===== config.mk =====
export PLATFORM = sky130hd
export DESIGN_NAME = innerCrossBar
export DESIGN_NICKNAME = d
export VERILOG_FILES = /design/src/hw/xbarPkg.sv /design/src/hw/memPort.sv /design/src/hw/fetchRouter.sv /design/src/hw/innerCrossBar.sv /design/src/hw/loadStoreRouter.sv /design/src/hw/periphArbiter.sv
export SDC_FILE = /design/constraint.sdc
export NUM_CORES = 1
export LEC_CHECK = 0
export BUFFER_PORTS_ARGS = -buffer_cell sky130_fd_sc_hd__buf_2
export CAP_MARGIN = 15
export CORE_AREA = 2 2 324 326
export CTS_CLUSTER_DIAMETER = 80
export DETAILED_ROUTE_END_ITERATION = 8
export DIE_AREA = 0 0 326 328
export SYNTH_ARGS = -nofsm -noshare
export SYNTH_HDL_FRONTEND = slang
export SYNTH_SLANG_ARGS = --single-unit

===== constraint.sdc =====
create_clock -name CLK -period 5.5 [get_ports CLK]
set_input_delay 1.1 -clock CLK [delete_from_list [all_inputs] [get_ports CLK]]
set_output_delay 1.1 -clock CLK [all_outputs]
set_load 0.02 [all_outputs]

===== src/hw/xbarPkg.sv =====
// shared types of the inner crossbar
// vector typedefs for address, data, strobe, instruction and response
// state enum of the peripheral arbiter

package xbarPkg;

	// bus address, full 64 bit space
	typedef logic [63:0] addrT;

	// load/store and peripheral data word
	typedef logic [63:0] dataT;

	// one write strobe per data byte
	typedef logic [7:0] strbT;

	// fetched instruction word
	typedef logic [31:0] instrT;

	// response code
	// zero is okay, anything else an error
	// codes travel unchanged from slave to master
	typedef logic [1:0] respT;

	// peripheral arbiter states
	// arbIdle  request path open, granted side forwarded
	// arbBusy  one transaction outstanding on the peripheral port
	typedef enum logic {
		arbIdle,
		arbBusy
	} arbStateT;

endpackage


===== src/hw/memPort.sv =====
// single-beat memory port
// one request channel and one response channel
// master and slave modports

`timescale 1ns/1ps

interface memPort import xbarPkg::*; ();

	// request channel
	logic reqValid;
	logic reqReady;
	addrT addr;
	logic write;
	dataT wdata;
	strbT wstrb;

	// response channel
	logic rspValid;
	logic rspReady;
	dataT rdata;
	respT resp;

	// request issuer
	modport master (
		output reqValid, addr, write, wdata, wstrb, rspReady,
		input reqReady, rspValid, rdata, resp
	);

	// request target
	modport slave (
		input reqValid, addr, write, wdata, wstrb, rspReady,
		output reqReady, rspValid, rdata, resp
	);

endinterface


===== src/hw/fetchRouter.sv =====
// instruction fetch router
// steers IFU reads to the icache or to the peripheral path
// selects the 32 bit half of peripheral data by address bit 2

`timescale 1ns/1ps

module fetchRouter import xbarPkg::*; #(
	parameter addrT CacheBoundary = addrT'(64'h1_0000_0000)
) (
	input logic CLK,
	input logic reset,

	input logic icacheEnable,

	// IFU side
	input logic ifuReqValid,
	input addrT ifuAddr,
	output logic ifuReqReady,
	output logic ifuRspValid,
	output instrT ifuRdata,
	output respT ifuResp,
	input logic ifuRspReady,

	// icache side
	output logic icacheReqValid,
	input logic icacheReqReady,
	output addrT icacheAddr,
	input logic icacheRspValid,
	output logic icacheRspReady,
	input instrT icacheRdata,
	input respT icacheResp,

	// uncached path toward the arbiter
	memPort.master periph
);

	// one outstanding fetch
	logic busy;
	// target of the outstanding fetch, 1 for icache
	logic selCache;
	// word select for peripheral data
	logic addrBit2;

	// cacheable when enabled and in the upper region
	logic decodeCache;
	assign decodeCache = icacheEnable & (ifuAddr >= CacheBoundary);

	// request path, open only while idle
	assign icacheReqValid = ~busy & ifuReqValid & decodeCache;
	assign icacheAddr = ifuAddr;

	assign periph.reqValid = ~busy & ifuReqValid & ~decodeCache;
	assign periph.addr = ifuAddr;
	// fetches are always reads
	assign periph.write = 1'b0;
	assign periph.wdata = '0;
	assign periph.wstrb = '0;

	assign ifuReqReady = ~busy & (decodeCache ? icacheReqReady : periph.reqReady);

	// response path, steered by the recorded target
	assign ifuRspValid = busy & (selCache ? icacheRspValid : periph.rspValid);
	assign icacheRspReady = busy & selCache & ifuRspReady;
	assign periph.rspReady = busy & ~selCache & ifuRspReady;

	// upper or lower instruction of the 64 bit peripheral word
	assign ifuRdata = selCache ? icacheRdata :
		(addrBit2 ? periph.rdata[63:32] : periph.rdata[31:0]);
	assign ifuResp = selCache ? icacheResp : periph.resp;

	always_ff @(posedge CLK) begin
		if (reset) begin
			busy <= 1'b0;
			selCache <= 1'b0;
			addrBit2 <= 1'b0;
		end else if (!busy) begin
			// accept and remember where the fetch went
			if (ifuReqValid && ifuReqReady) begin
				busy <= 1'b1;
				selCache <= decodeCache;
				addrBit2 <= ifuAddr[2];
			end
		end else if (ifuRspValid && ifuRspReady) begin
			// response handed to the IFU, free again
			busy <= 1'b0;
		end
	end

endmodule


===== src/hw/innerCrossBar.sv =====
// inner crossbar top level
// fetch router, load/store router and peripheral arbiter
// joined through two memPort links

`timescale 1ns/1ps

module innerCrossBar import xbarPkg::*; #(
	// addresses at or above this are cacheable
	parameter addrT CacheBoundary = addrT'(64'h1_0000_0000)
) (
	input logic CLK,
	input logic reset,

	input logic icacheEnable,
	input logic dcacheEnable,

	// instruction fetch unit
	input logic ifuReqValid,
	output logic ifuReqReady,
	input addrT ifuAddr,
	output logic ifuRspValid,
	input logic ifuRspReady,
	output instrT ifuRdata,
	output respT ifuResp,

	// load/store unit
	input logic lsuReqValid,
	output logic lsuReqReady,
	input addrT lsuAddr,
	input logic lsuWrite,
	input dataT lsuWdata,
	input strbT lsuWstrb,
	output logic lsuRspValid,
	input logic lsuRspReady,
	output dataT lsuRdata,
	output respT lsuResp,

	// instruction cache
	output logic icacheReqValid,
	input logic icacheReqReady,
	output addrT icacheAddr,
	input logic icacheRspValid,
	output logic icacheRspReady,
	input instrT icacheRdata,
	input respT icacheResp,

	// data cache
	output logic dcacheReqValid,
	input logic dcacheReqReady,
	output addrT dcacheAddr,
	output logic dcacheWrite,
	output dataT dcacheWdata,
	output strbT dcacheWstrb,
	input logic dcacheRspValid,
	output logic dcacheRspReady,
	input dataT dcacheRdata,
	input respT dcacheResp,

	// shared peripheral bus
	output logic periphReqValid,
	input logic periphReqReady,
	output addrT periphAddr,
	output logic periphWrite,
	output dataT periphWdata,
	output strbT periphWstrb,
	input logic periphRspValid,
	output logic periphRspReady,
	input dataT periphRdata,
	input respT periphResp
);

	// uncached links into the arbiter
	memPort fetchToPeriph ();
	memPort lsuToPeriph ();

	fetchRouter #(
		.CacheBoundary(CacheBoundary)
	) fetchRouterInst (
		.CLK(CLK),
		.reset(reset),
		.icacheEnable(icacheEnable),
		.ifuReqValid(ifuReqValid),
		.ifuAddr(ifuAddr),
		.ifuReqReady(ifuReqReady),
		.ifuRspValid(ifuRspValid),
		.ifuRdata(ifuRdata),
		.ifuResp(ifuResp),
		.ifuRspReady(ifuRspReady),
		.icacheReqValid(icacheReqValid),
		.icacheReqReady(icacheReqReady),
		.icacheAddr(icacheAddr),
		.icacheRspValid(icacheRspValid),
		.icacheRspReady(icacheRspReady),
		.icacheRdata(icacheRdata),
		.icacheResp(icacheResp),
		.periph(fetchToPeriph.master)
	);

	loadStoreRouter #(
		.CacheBoundary(CacheBoundary)
	) loadStoreRouterInst (
		.CLK(CLK),
		.reset(reset),
		.dcacheEnable(dcacheEnable),
		.lsuReqValid(lsuReqValid),
		.lsuAddr(lsuAddr),
		.lsuWrite(lsuWrite),
		.lsuWdata(lsuWdata),
		.lsuWstrb(lsuWstrb),
		.lsuReqReady(lsuReqReady),
		.lsuRspValid(lsuRspValid),
		.lsuRdata(lsuRdata),
		.lsuResp(lsuResp),
		.lsuRspReady(lsuRspReady),
		.dcacheReqValid(dcacheReqValid),
		.dcacheReqReady(dcacheReqReady),
		.dcacheAddr(dcacheAddr),
		.dcacheWrite(dcacheWrite),
		.dcacheWdata(dcacheWdata),
		.dcacheWstrb(dcacheWstrb),
		.dcacheRspValid(dcacheRspValid),
		.dcacheRspReady(dcacheRspReady),
		.dcacheRdata(dcacheRdata),
		.dcacheResp(dcacheResp),
		.periph(lsuToPeriph.master)
	);

	periphArbiter periphArbiterInst (
		.CLK(CLK),
		.reset(reset),
		.fetchSide(fetchToPeriph.slave),
		.lsuSide(lsuToPeriph.slave),
		.periphReqValid(periphReqValid),
		.periphReqReady(periphReqReady),
		.periphAddr(periphAddr),
		.periphWrite(periphWrite),
		.periphWdata(periphWdata),
		.periphWstrb(periphWstrb),
		.periphRspValid(periphRspValid),
		.periphRspReady(periphRspReady),
		.periphRdata(periphRdata),
		.periphResp(periphResp)
	);

endmodule


===== src/hw/loadStoreRouter.sv =====
// load/store router
// steers LSU loads and stores to the dcache or to the peripheral path
// write data and strobes pass unchanged

`timescale 1ns/1ps

module loadStoreRouter import xbarPkg::*; #(
	parameter addrT CacheBoundary = addrT'(64'h1_0000_0000)
) (
	input logic CLK,
	input logic reset,

	input logic dcacheEnable,

	// LSU side
	input logic lsuReqValid,
	input addrT lsuAddr,
	input logic lsuWrite,
	input dataT lsuWdata,
	input strbT lsuWstrb,
	output logic lsuReqReady,
	output logic lsuRspValid,
	output dataT lsuRdata,
	output respT lsuResp,
	input logic lsuRspReady,

	// dcache side
	output logic dcacheReqValid,
	input logic dcacheReqReady,
	output addrT dcacheAddr,
	output logic dcacheWrite,
	output dataT dcacheWdata,
	output strbT dcacheWstrb,
	input logic dcacheRspValid,
	output logic dcacheRspReady,
	input dataT dcacheRdata,
	input respT dcacheResp,

	// uncached path toward the arbiter
	memPort.master periph
);

	// one outstanding access
	logic busy;
	// 1 when the outstanding access went to the dcache
	logic selCache;

	// same cacheable rule as the fetch side
	logic decodeCache;
	assign decodeCache = dcacheEnable & (lsuAddr >= CacheBoundary);

	// dcache request, payload straight from the LSU
	assign dcacheReqValid = ~busy & lsuReqValid & decodeCache;
	assign dcacheAddr = lsuAddr;
	assign dcacheWrite = lsuWrite;
	assign dcacheWdata = lsuWdata;
	assign dcacheWstrb = lsuWstrb;

	// peripheral request, same payload
	assign periph.reqValid = ~busy & lsuReqValid & ~decodeCache;
	assign periph.addr = lsuAddr;
	assign periph.write = lsuWrite;
	assign periph.wdata = lsuWdata;
	assign periph.wstrb = lsuWstrb;

	// ready from the decoded target, low while busy
	assign lsuReqReady = ~busy & (decodeCache ? dcacheReqReady : periph.reqReady);

	// response back from the recorded target only
	assign lsuRspValid = busy & (selCache ? dcacheRspValid : periph.rspValid);
	assign dcacheRspReady = busy & selCache & lsuRspReady;
	assign periph.rspReady = busy & ~selCache & lsuRspReady;

	assign lsuRdata = selCache ? dcacheRdata : periph.rdata;
	assign lsuResp = selCache ? dcacheResp : periph.resp;

	always_ff @(posedge CLK) begin
		if (reset) begin
			busy <= 1'b0;
			selCache <= 1'b0;
		end else if (!busy) begin
			// request accepted by its target
			if (lsuReqValid && lsuReqReady) begin
				busy <= 1'b1;
				selCache <= decodeCache;
			end
		end else if (lsuRspValid && lsuRspReady) begin
			// store ack or load data taken by the LSU
			busy <= 1'b0;
		end
	end

endmodule


===== src/hw/periphArbiter.sv =====
// peripheral arbiter
// round-robin between the fetch and load/store uncached paths
// one transaction at a time on the peripheral port
// response returned to the owning side only

`timescale 1ns/1ps

module periphArbiter import xbarPkg::*; (
	input logic CLK,
	input logic reset,

	// uncached traffic from the two routers
	memPort.slave fetchSide,
	memPort.slave lsuSide,

	// peripheral bus
	output logic periphReqValid,
	input logic periphReqReady,
	output addrT periphAddr,
	output logic periphWrite,
	output dataT periphWdata,
	output strbT periphWstrb,
	input logic periphRspValid,
	output logic periphRspReady,
	input dataT periphRdata,
	input respT periphResp
);

	arbStateT state;

	// round-robin priority, 0 means fetch first
	logic priorityLsu;
	// side that owns the outstanding transaction
	logic ownerLsu;
	// grant frozen while a stalled request waits on the port
	logic grantLocked;
	logic lockedLsu;

	logic idle;
	logic grantLsu;
	logic reqFire;
	logic rspFire;

	assign idle = (state == arbIdle);

	// lsu wins when it holds priority or fetch is not asking
	// a stalled request keeps its grant so the port payload stays steady
	assign grantLsu = grantLocked ? lockedLsu :
		(lsuSide.reqValid & (priorityLsu | ~fetchSide.reqValid));

	// forward the granted side while idle
	assign periphReqValid = idle & (grantLsu ? lsuSide.reqValid : fetchSide.reqValid);
	assign periphAddr = grantLsu ? lsuSide.addr : fetchSide.addr;
	assign periphWrite = grantLsu ? lsuSide.write : fetchSide.write;
	assign periphWdata = grantLsu ? lsuSide.wdata : fetchSide.wdata;
	assign periphWstrb = grantLsu ? lsuSide.wstrb : fetchSide.wstrb;

	// side not granted sees ready low
	assign fetchSide.reqReady = idle & ~grantLsu & periphReqReady;
	assign lsuSide.reqReady = idle & grantLsu & periphReqReady;

	// response to the owner only
	assign fetchSide.rspValid = ~idle & ~ownerLsu & periphRspValid;
	assign lsuSide.rspValid = ~idle & ownerLsu & periphRspValid;
	assign fetchSide.rdata = periphRdata;
	assign lsuSide.rdata = periphRdata;
	assign fetchSide.resp = periphResp;
	assign lsuSide.resp = periphResp;
	assign periphRspReady = ~idle & (ownerLsu ? lsuSide.rspReady : fetchSide.rspReady);

	assign reqFire = periphReqValid & periphReqReady;
	assign rspFire = periphRspValid & periphRspReady;

	always_ff @(posedge CLK) begin
		if (reset) begin
			state <= arbIdle;
			priorityLsu <= 1'b0;
			ownerLsu <= 1'b0;
			grantLocked <= 1'b0;
			lockedLsu <= 1'b0;
		end else begin
			case (state)
				arbIdle: begin
					if (reqFire) begin
						// transaction handed to the bus
						state <= arbBusy;
						ownerLsu <= grantLsu;
						grantLocked <= 1'b0;
					end else if (periphReqValid) begin
						// port stalled, hold this grant
						grantLocked <= 1'b1;
						lockedLsu <= grantLsu;
					end
				end
				arbBusy: begin
					if (rspFire) begin
						state <= arbIdle;
						// other side goes first next time
						priorityLsu <= ~ownerLsu;
					end
				end
				default: begin
					state <= arbIdle;
				end
			endcase
		end
	end

endmodule


== After elaboration in Yosys (flattened, before gate mapping) ==
Index checks and enable logic that the tools add are counted.
Word-level totals
  register bits: 10
  output and inout bits: 448
  word-level logic and storage cells: 95
Cells by class
  order comparisons: 2
  mux-type cells: 27
  bitwise operators: 45
  reduce and logical (&&, ||, !) cells: 11
Operator list (number)
  2-to-1 mux 64 bit: 3
  >= comparator 64 x 33 -> 1 bit, second input constant: 2
  2-to-1 mux 32 bit: 2
  AND 1 bit: 33
  2-to-1 mux 1 bit: 18
  inverter 1 bit: 11
  AND reduction 2 bit: 5
  2-to-1 mux 8 bit: 1
  logical AND 1 bit: 4
  2-to-1 mux 2 bit: 2
  AND reduction 3 bit: 1
  case mux 1 bit (2 select lines): 1
  nonzero test 2 bit: 1
  OR 1 bit: 1

== Depth between registers and ports, before layout ==
  depth after elaboration: 16
  depth in mapped cells: 8
  depth with buffers taken out: 6

== Hierarchy ==
From an unflattened synthesis, not the netlist that was laid out.
Unflattened totals
  cells, all modules: 1054
  area total of the unflattened synthesis: 8579.5 um2
By module, submodules not included
  loadStoreRouter: instances 1, cells each 385, area each 3134.3 um2, sequential area each 40.0 um2
  periphArbiter: instances 1, cells each 320, area each 2965.3 um2, sequential area each 100.1 um2
  fetchRouter: instances 1, cells each 349, area each 2479.9 um2, sequential area each 60.1 um2

== Worst setup path before layout ==
OpenSTA, ideal clock, no wires.
  path kind: input -> output
  from: input port lsuAddr[39]
  to: output port periphAddr[17]
  data arrival time: 2.855 ns
  path slack: 1.545 ns
  stages on the path: 8
  buffers on the path: 2
  cells stage by stage: nor4_1 > nand4_1 > o21a_1 > a2111oi_4 > or2_4 > buf_8 > buf_12 > mux2_4
Between the ends
  word-level cells in the longest chain between the ends: 7
Ends and longest elaborated chain
  start, declared: line innerCrossBar.sv:29  | input addrT lsuAddr,
  >= comparator 64 x 33 -> 1 bit: line loadStoreRouter.sv:50  | assign decodeCache = dcacheEnable & (lsuAddr >= CacheBoundary);
  AND 1 bit: line loadStoreRouter.sv:50
  inverter 1 bit: line loadStoreRouter.sv:60  | assign periph.reqValid = ~busy & lsuReqValid & ~decodeCache;
  AND 1 bit: line loadStoreRouter.sv:60
  AND 1 bit: line periphArbiter.sv:49  | (lsuSide.reqValid & (priorityLsu | ~fetchSide.reqValid));
  2-to-1 mux 1 bit: line periphArbiter.sv:48  | assign grantLsu = grantLocked ? lockedLsu :
  2-to-1 mux 64 bit: line periphArbiter.sv:53  | assign periphAddr = grantLsu ? lsuSide.addr : fetchSide.addr;
  end, declared: line innerCrossBar.sv:62  | output addrT periphAddr,
Every way passes these cells.

== Worst setup path in the final report ==
  from: input port lsuAddr[46]
  to: output port periphAddr[24]
Same word-level chain as after synthesis.

==> run_summary.xml <==
<?xml version="1.0" encoding="UTF-8"?>
<metrics>
  <group name="run_status">
    <metric name="outcome" unit="">finished clean</metric>
  </group>
  <group name="power">
    <metric name="power.density" unit="nW/µm²">140</metric>
    <metric name="clock_power_share" unit="%">9.6</metric>
    <metric name="p_int" unit="µW">575</metric>
    <metric name="switching_share" unit="%">57.7</metric>
    <metric name="p_seq_share" unit="%">7.4</metric>
    <metric name="vdd.ir_drop.worst" unit="mV">0.0801</metric>
    <metric name="switching_power" unit="µW">785</metric>
    <metric name="power.static_leakage" unit="nW">4.79</metric>
    <metric name="comb_power_share" unit="%">83.0</metric>
  </group>
  <group name="synthesis">
    <metric name="synth.yosys.seq_area_share" unit="%">3.81</metric>
    <metric name="ys.warnings.count" unit="">0</metric>
    <metric name="synth.cell_area" unit="µm²">5260</metric>
    <metric name="yosys.area_share.simple" unit="%">17.0</metric>
    <metric name="synth-adder-area-share" unit="%">0</metric>
    <metric name="synth_compound_gate_area_share" unit="%">7.47</metric>
    <metric name="synth.top_cells.by_area" unit="">sky130_fd_sc_hd__buf_4, sky130_fd_sc_hd__mux2_2, sky130_fd_sc_hd__mux2_4, sky130_fd_sc_hd__and2_1, sky130_fd_sc_hd__mux2i_1</metric>
    <metric name="synth.largest_area_cell" unit="">sky130_fd_sc_hd__buf_4</metric>
    <metric name="synth_top_family_by_area" unit="">multiplexers</metric>
    <metric name="postSynthNetCount" unit="">1023</metric>
    <metric name="synth-edff-count" unit="">0</metric>
    <metric name="post_synthesis_cell_type_count" unit="">38</metric>
    <metric name="ys.flop_type" unit="">sky130_fd_sc_hd__dfxtp_1</metric>
    <metric name="asyncSetResetFlopFracSynth" unit="%">0</metric>
    <metric name="netlist.area_leader.share" unit="%">29.0</metric>
    <metric name="synth_mux_area_share" unit="%">38.2</metric>
    <metric name="avgSynthCellArea" unit="µm²">8.19</metric>
    <metric name="synthCells" unit="">642</metric>
    <metric name="synth-xor-area-share" unit="%">0</metric>
    <metric name="synth_seq_cells" unit="">10</metric>
  </group>
  <group name="route">
    <metric name="drt-vias-per-instance" unit="">2.95</metric>
    <metric name="drt_wl_total" unit="mm">73.7</metric>
    <metric name="drt_pre_antenna_iters" unit="">5</metric>
    <metric name="wl_per_cell" unit="µm">27.8</metric>
    <metric name="antenna_violating_nets_post_route" unit="">0</metric>
    <metric name="routed-via-count" unit="">7816</metric>
    <metric name="drt_iter0_markers" unit="">502</metric>
    <metric name="drc" unit="">0</metric>
  </group>
  <group name="setup_path">
    <metric name="reg2reg_setup_slack" unit="ns">3.32</metric>
    <metric name="cp.required" unit="ns">4.40</metric>
    <metric name="worst-endpoint-arrival" unit="ns">4.02</metric>
    <metric name="worstPathCellList" unit="">buf_2 -&gt; nor4_1 -&gt; nand4_1 -&gt; o21a_1 -&gt; a2111oi_4 -&gt; or2_4 -&gt; buf_12 -&gt; buf_12 -&gt; mux2_4 -&gt; buf_2</metric>
    <metric name="setup.worst_path.class" unit="">in2out</metric>
    <metric name="crit_start" unit="">lsuAddr[46]</metric>
    <metric name="crit_fanout" unit="">40</metric>
    <metric name="critPathSlowestCell" unit="">sky130_fd_sc_hd__nor4_1</metric>
    <metric name="critPathCaptureType" unit="">output pin</metric>
    <metric name="worst_setup_start_kind" unit="">input pin</metric>
    <metric name="r2r-start" unit="">loadStoreRouterInst.selCache</metric>
    <metric name="crit_path_max_incr_delay" unit="ns">0.78</metric>
  </group>
  <group name="sta">
    <metric name="clock.fmax" unit="MHz">195</metric>
    <metric name="rsz0062_at_grt" unit="">false</metric>
    <metric name="clock-skew-final" unit="ns">0.00124</metric>
    <metric name="setup_tns" unit="ns">0</metric>
    <metric name="final_min_period_over_clock_period" unit="%">93.0</metric>
    <metric name="worst_pin_slew" unit="ns">0.904</metric>
    <metric name="finalSetupViolations" unit="">0</metric>
    <metric name="hold_viol" unit="">0</metric>
    <metric name="timing.slew.headroom" unit="%">39.1</metric>
    <metric name="timing_max_transition_violations_final" unit="">0</metric>
    <metric name="layout_min_cycle_time" unit="ns">5.12</metric>
  </group>
  <group name="clocking">
    <metric name="clkTransAtPathRegs" unit="ns">0.04</metric>
    <metric name="clock_sinks" unit="">10</metric>
    <metric name="clkLatencyLatePin" unit="ns">0.24</metric>
    <metric name="clock_buffer_depth" unit="">2</metric>
    <metric name="cts_hold_buffers" unit="">0</metric>
    <metric name="tritoncts" unit="">yes</metric>
    <metric name="cts_root_buf" unit="">sky130_fd_sc_hd__clkbuf_16</metric>
    <metric name="cts_repair_resized_insts" unit="">0</metric>
    <metric name="cts_max_level" unit="">1</metric>
    <metric name="tritoncts.num_buffers" unit="">3</metric>
    <metric name="cts_setup_buffers" unit="">0</metric>
  </group>
  <group name="floorplanning">
    <metric name="die_h" unit="µm">328</metric>
    <metric name="fp.dieArea" unit="µm²">107000</metric>
    <metric name="placement_rows" unit="">118</metric>
    <metric name="ioPinCount" unit="">829</metric>
    <metric name="die_w" unit="µm">326</metric>
    <metric name="start_util" unit="%">5.09</metric>
    <metric name="design.core.area" unit="µm²">103000</metric>
  </group>
  <group name="place">
    <metric name="placement.io_buffers" unit="">828</metric>
    <metric name="detailed_place_hpwl" unit="mm">69.8</metric>
    <metric name="globalplace.congestion" unit="">0.864</metric>
    <metric name="dp_cells" unit="">2632</metric>
    <metric name="placement.cell_area" unit="µm²">9600</metric>
  </group>
  <group name="job">
    <metric name="cap_violations" unit="">0</metric>
  </group>
  <group name="grt">
    <metric name="grt_pass1_wl" unit="mm">86.5</metric>
    <metric name="grt_antenna_before_repair" unit="">74</metric>
    <metric name="global_route.usage.total" unit="%">12.8</metric>
    <metric name="grt_max_degree" unit="">60</metric>
    <metric name="grt_overflow" unit="">0</metric>
    <metric name="number_of_global_route_vias_before_repair" unit="">6896</metric>
  </group>
  <group name="cells_and_area">
    <metric name="post_layout_nonfiller_instances" unit="">2652</metric>
    <metric name="fill_cells" unit="">12100</metric>
    <metric name="fin_nets" unit="">1638</metric>
    <metric name="area_delta_synth_final" unit="%">84.9</metric>
    <metric name="drive_above_1_share" unit="%">78.7</metric>
    <metric name="finalInstanceArea" unit="µm²">9720</metric>
  </group>
  <group name="min_path">
    <metric name="holdCritPathClass" unit="">reg2reg</metric>
    <metric name="min_from" unit="">periphArbiterInst.lockedLsu</metric>
  </group>
</metrics>
-- worst paths after layout --
check,end,cells after the start
worst max-delay path,periphAddr[24],10
worst min-delay path,periphArbiterInst.lockedLsu,2
worst max register to register,periphArbiterInst.priorityLsu,6
worst min register to register,periphArbiterInst.lockedLsu,2
-- cell usage in the layout (no fill, tap or decap), drive strengths merged --
cell type	netlist	layout
nand3	4	4
o211ai	1	1
a211o	1	1
a2111oi	2	2
nand4	4	4
mux2i	35	35
a221oi	1	1
nor3	1	1
nor4	16	16
nand2b	3	3
o21ai	37	37
dfxtp	10	10
a32oi	3	3
inv	4	4
and3	4	4
or2	1	1
diode	0	16
mux2	132	132
a21boi	1	1
a21oi	7	7
a21o	1	1
a211oi	1	1
a31oi	1	1
nor2	9	9
o21a	2	2
buf	211	846
a22oi	1	1
clkbuf	25	4
nor2b	5	5
and2	74	74
o211a	1	1
nand2	44	44
-- registers in the layout, summed over array words and instances, names as in the netlist --
| signal | flops |
|---|---|
| periphArbiterInst.grantLocked | 1 |
| periphArbiterInst.lockedLsu | 1 |
| loadStoreRouterInst.busy | 1 |
| periphArbiterInst.priorityLsu | 1 |
| periphArbiterInst.ownerLsu | 1 |
| loadStoreRouterInst.selCache | 1 |
| fetchRouterInst.busy | 1 |
| fetchRouterInst.selCache | 1 |
| fetchRouterInst.addrBit2 | 1 |
| periphArbiterInst.state | 1 |
-- kinds of logic (layout without fill, tap and decap cells) --
kind of cell,Yosys count,in the layout
other,0,16
muxes,167,167
and+or+nand+nor,165,165
buffers and inverters,240,854
AOI/OAI and AO/OA,60,60
DFF,10,10
-- synthesized netlist by cell type (2+ instances only) --
cell	n
sky130_fd_sc_hd__o21a_1	2
sky130_fd_sc_hd__o21ai_0	36
sky130_fd_sc_hd__a32oi_1	3
sky130_fd_sc_hd__clkbuf_2	7
sky130_fd_sc_hd__mux2_4	46
sky130_fd_sc_hd__mux2_2	86
sky130_fd_sc_hd__nand2b_1	3
sky130_fd_sc_hd__and3_1	4
sky130_fd_sc_hd__inv_1	4
sky130_fd_sc_hd__buf_8	2
sky130_fd_sc_hd__nand4_1	4
sky130_fd_sc_hd__and2_1	74
sky130_fd_sc_hd__mux2i_1	35
sky130_fd_sc_hd__buf_1	2
sky130_fd_sc_hd__nand2_1	44
sky130_fd_sc_hd__clkbuf_1	18
sky130_fd_sc_hd__nor2_1	9
sky130_fd_sc_hd__nor2b_1	5
sky130_fd_sc_hd__nor4_1	16
sky130_fd_sc_hd__buf_12	4
sky130_fd_sc_hd__dfxtp_1	10
sky130_fd_sc_hd__a21oi_1	7
sky130_fd_sc_hd__buf_4	203
sky130_fd_sc_hd__nand3_1	4
-- area by class of cell --
| cell class | count | area, µm² | share of cell area [%] |
|---|---|---|---|
| sequential | 10 | 206 | 2.12 |
| clock buffer | 4 | 78.8 | 0.811 |
| inverter | 4 | 15.0 | 0.154 |
| antenna | 16 | 40.0 | 0.412 |
| timing repair buffer | 846 | 4360 | 44.8 |
| multi-input combinational | 392 | 3300 | 33.9 |
| tap | 1380 | 1730 | 17.8 |
-- stage by stage --
step	hold slack, ns	total power [mW]	setup WS (ns)	util [%]
floorplan	0.450	0.745	1.55	-
global placement	0.476	1.24	0.416	9.31
detailed placement	0.487	1.25	0.398	9.31
CTS	0.496	1.38	0.396	9.38
global route	0.523	1.43	0.294	9.39
finish	0.494	1.36	0.385	9.42
-- power groups by stage --
stage	clock network, mW	registers (mW)	logic, mW
6_report	0.131	0.100	1.13
4_1_cts	0.133	0.100	1.15
3_3_place_gp	0	0.101	1.14
5_1_grt	0.137	0.102	1.19
3_5_place_dp	0	0.101	1.14
2_1_floorplan	0	0.0837	0.661
-- metal layers --
layer  wire length, µm  GRT usage [%]  vias up
met2             33300           20.9      706
li1                  -              -     3267
met1             30000           16.1     3693
met5               186              0        -
met3              8970           5.51      118
met4              1210           1.48       32
-- worst max-delay path: cells and delay by family --
family / cells / cell delay (ns)
and+or+nand+nor: 3 / 1.20
AOI/OAI and AO/OA: 2 / 0.66
muxes: 1 / 0.33
buffers and inverters: 4 / 0.69
No activity file was read; power rests on OpenSTA's default activity.
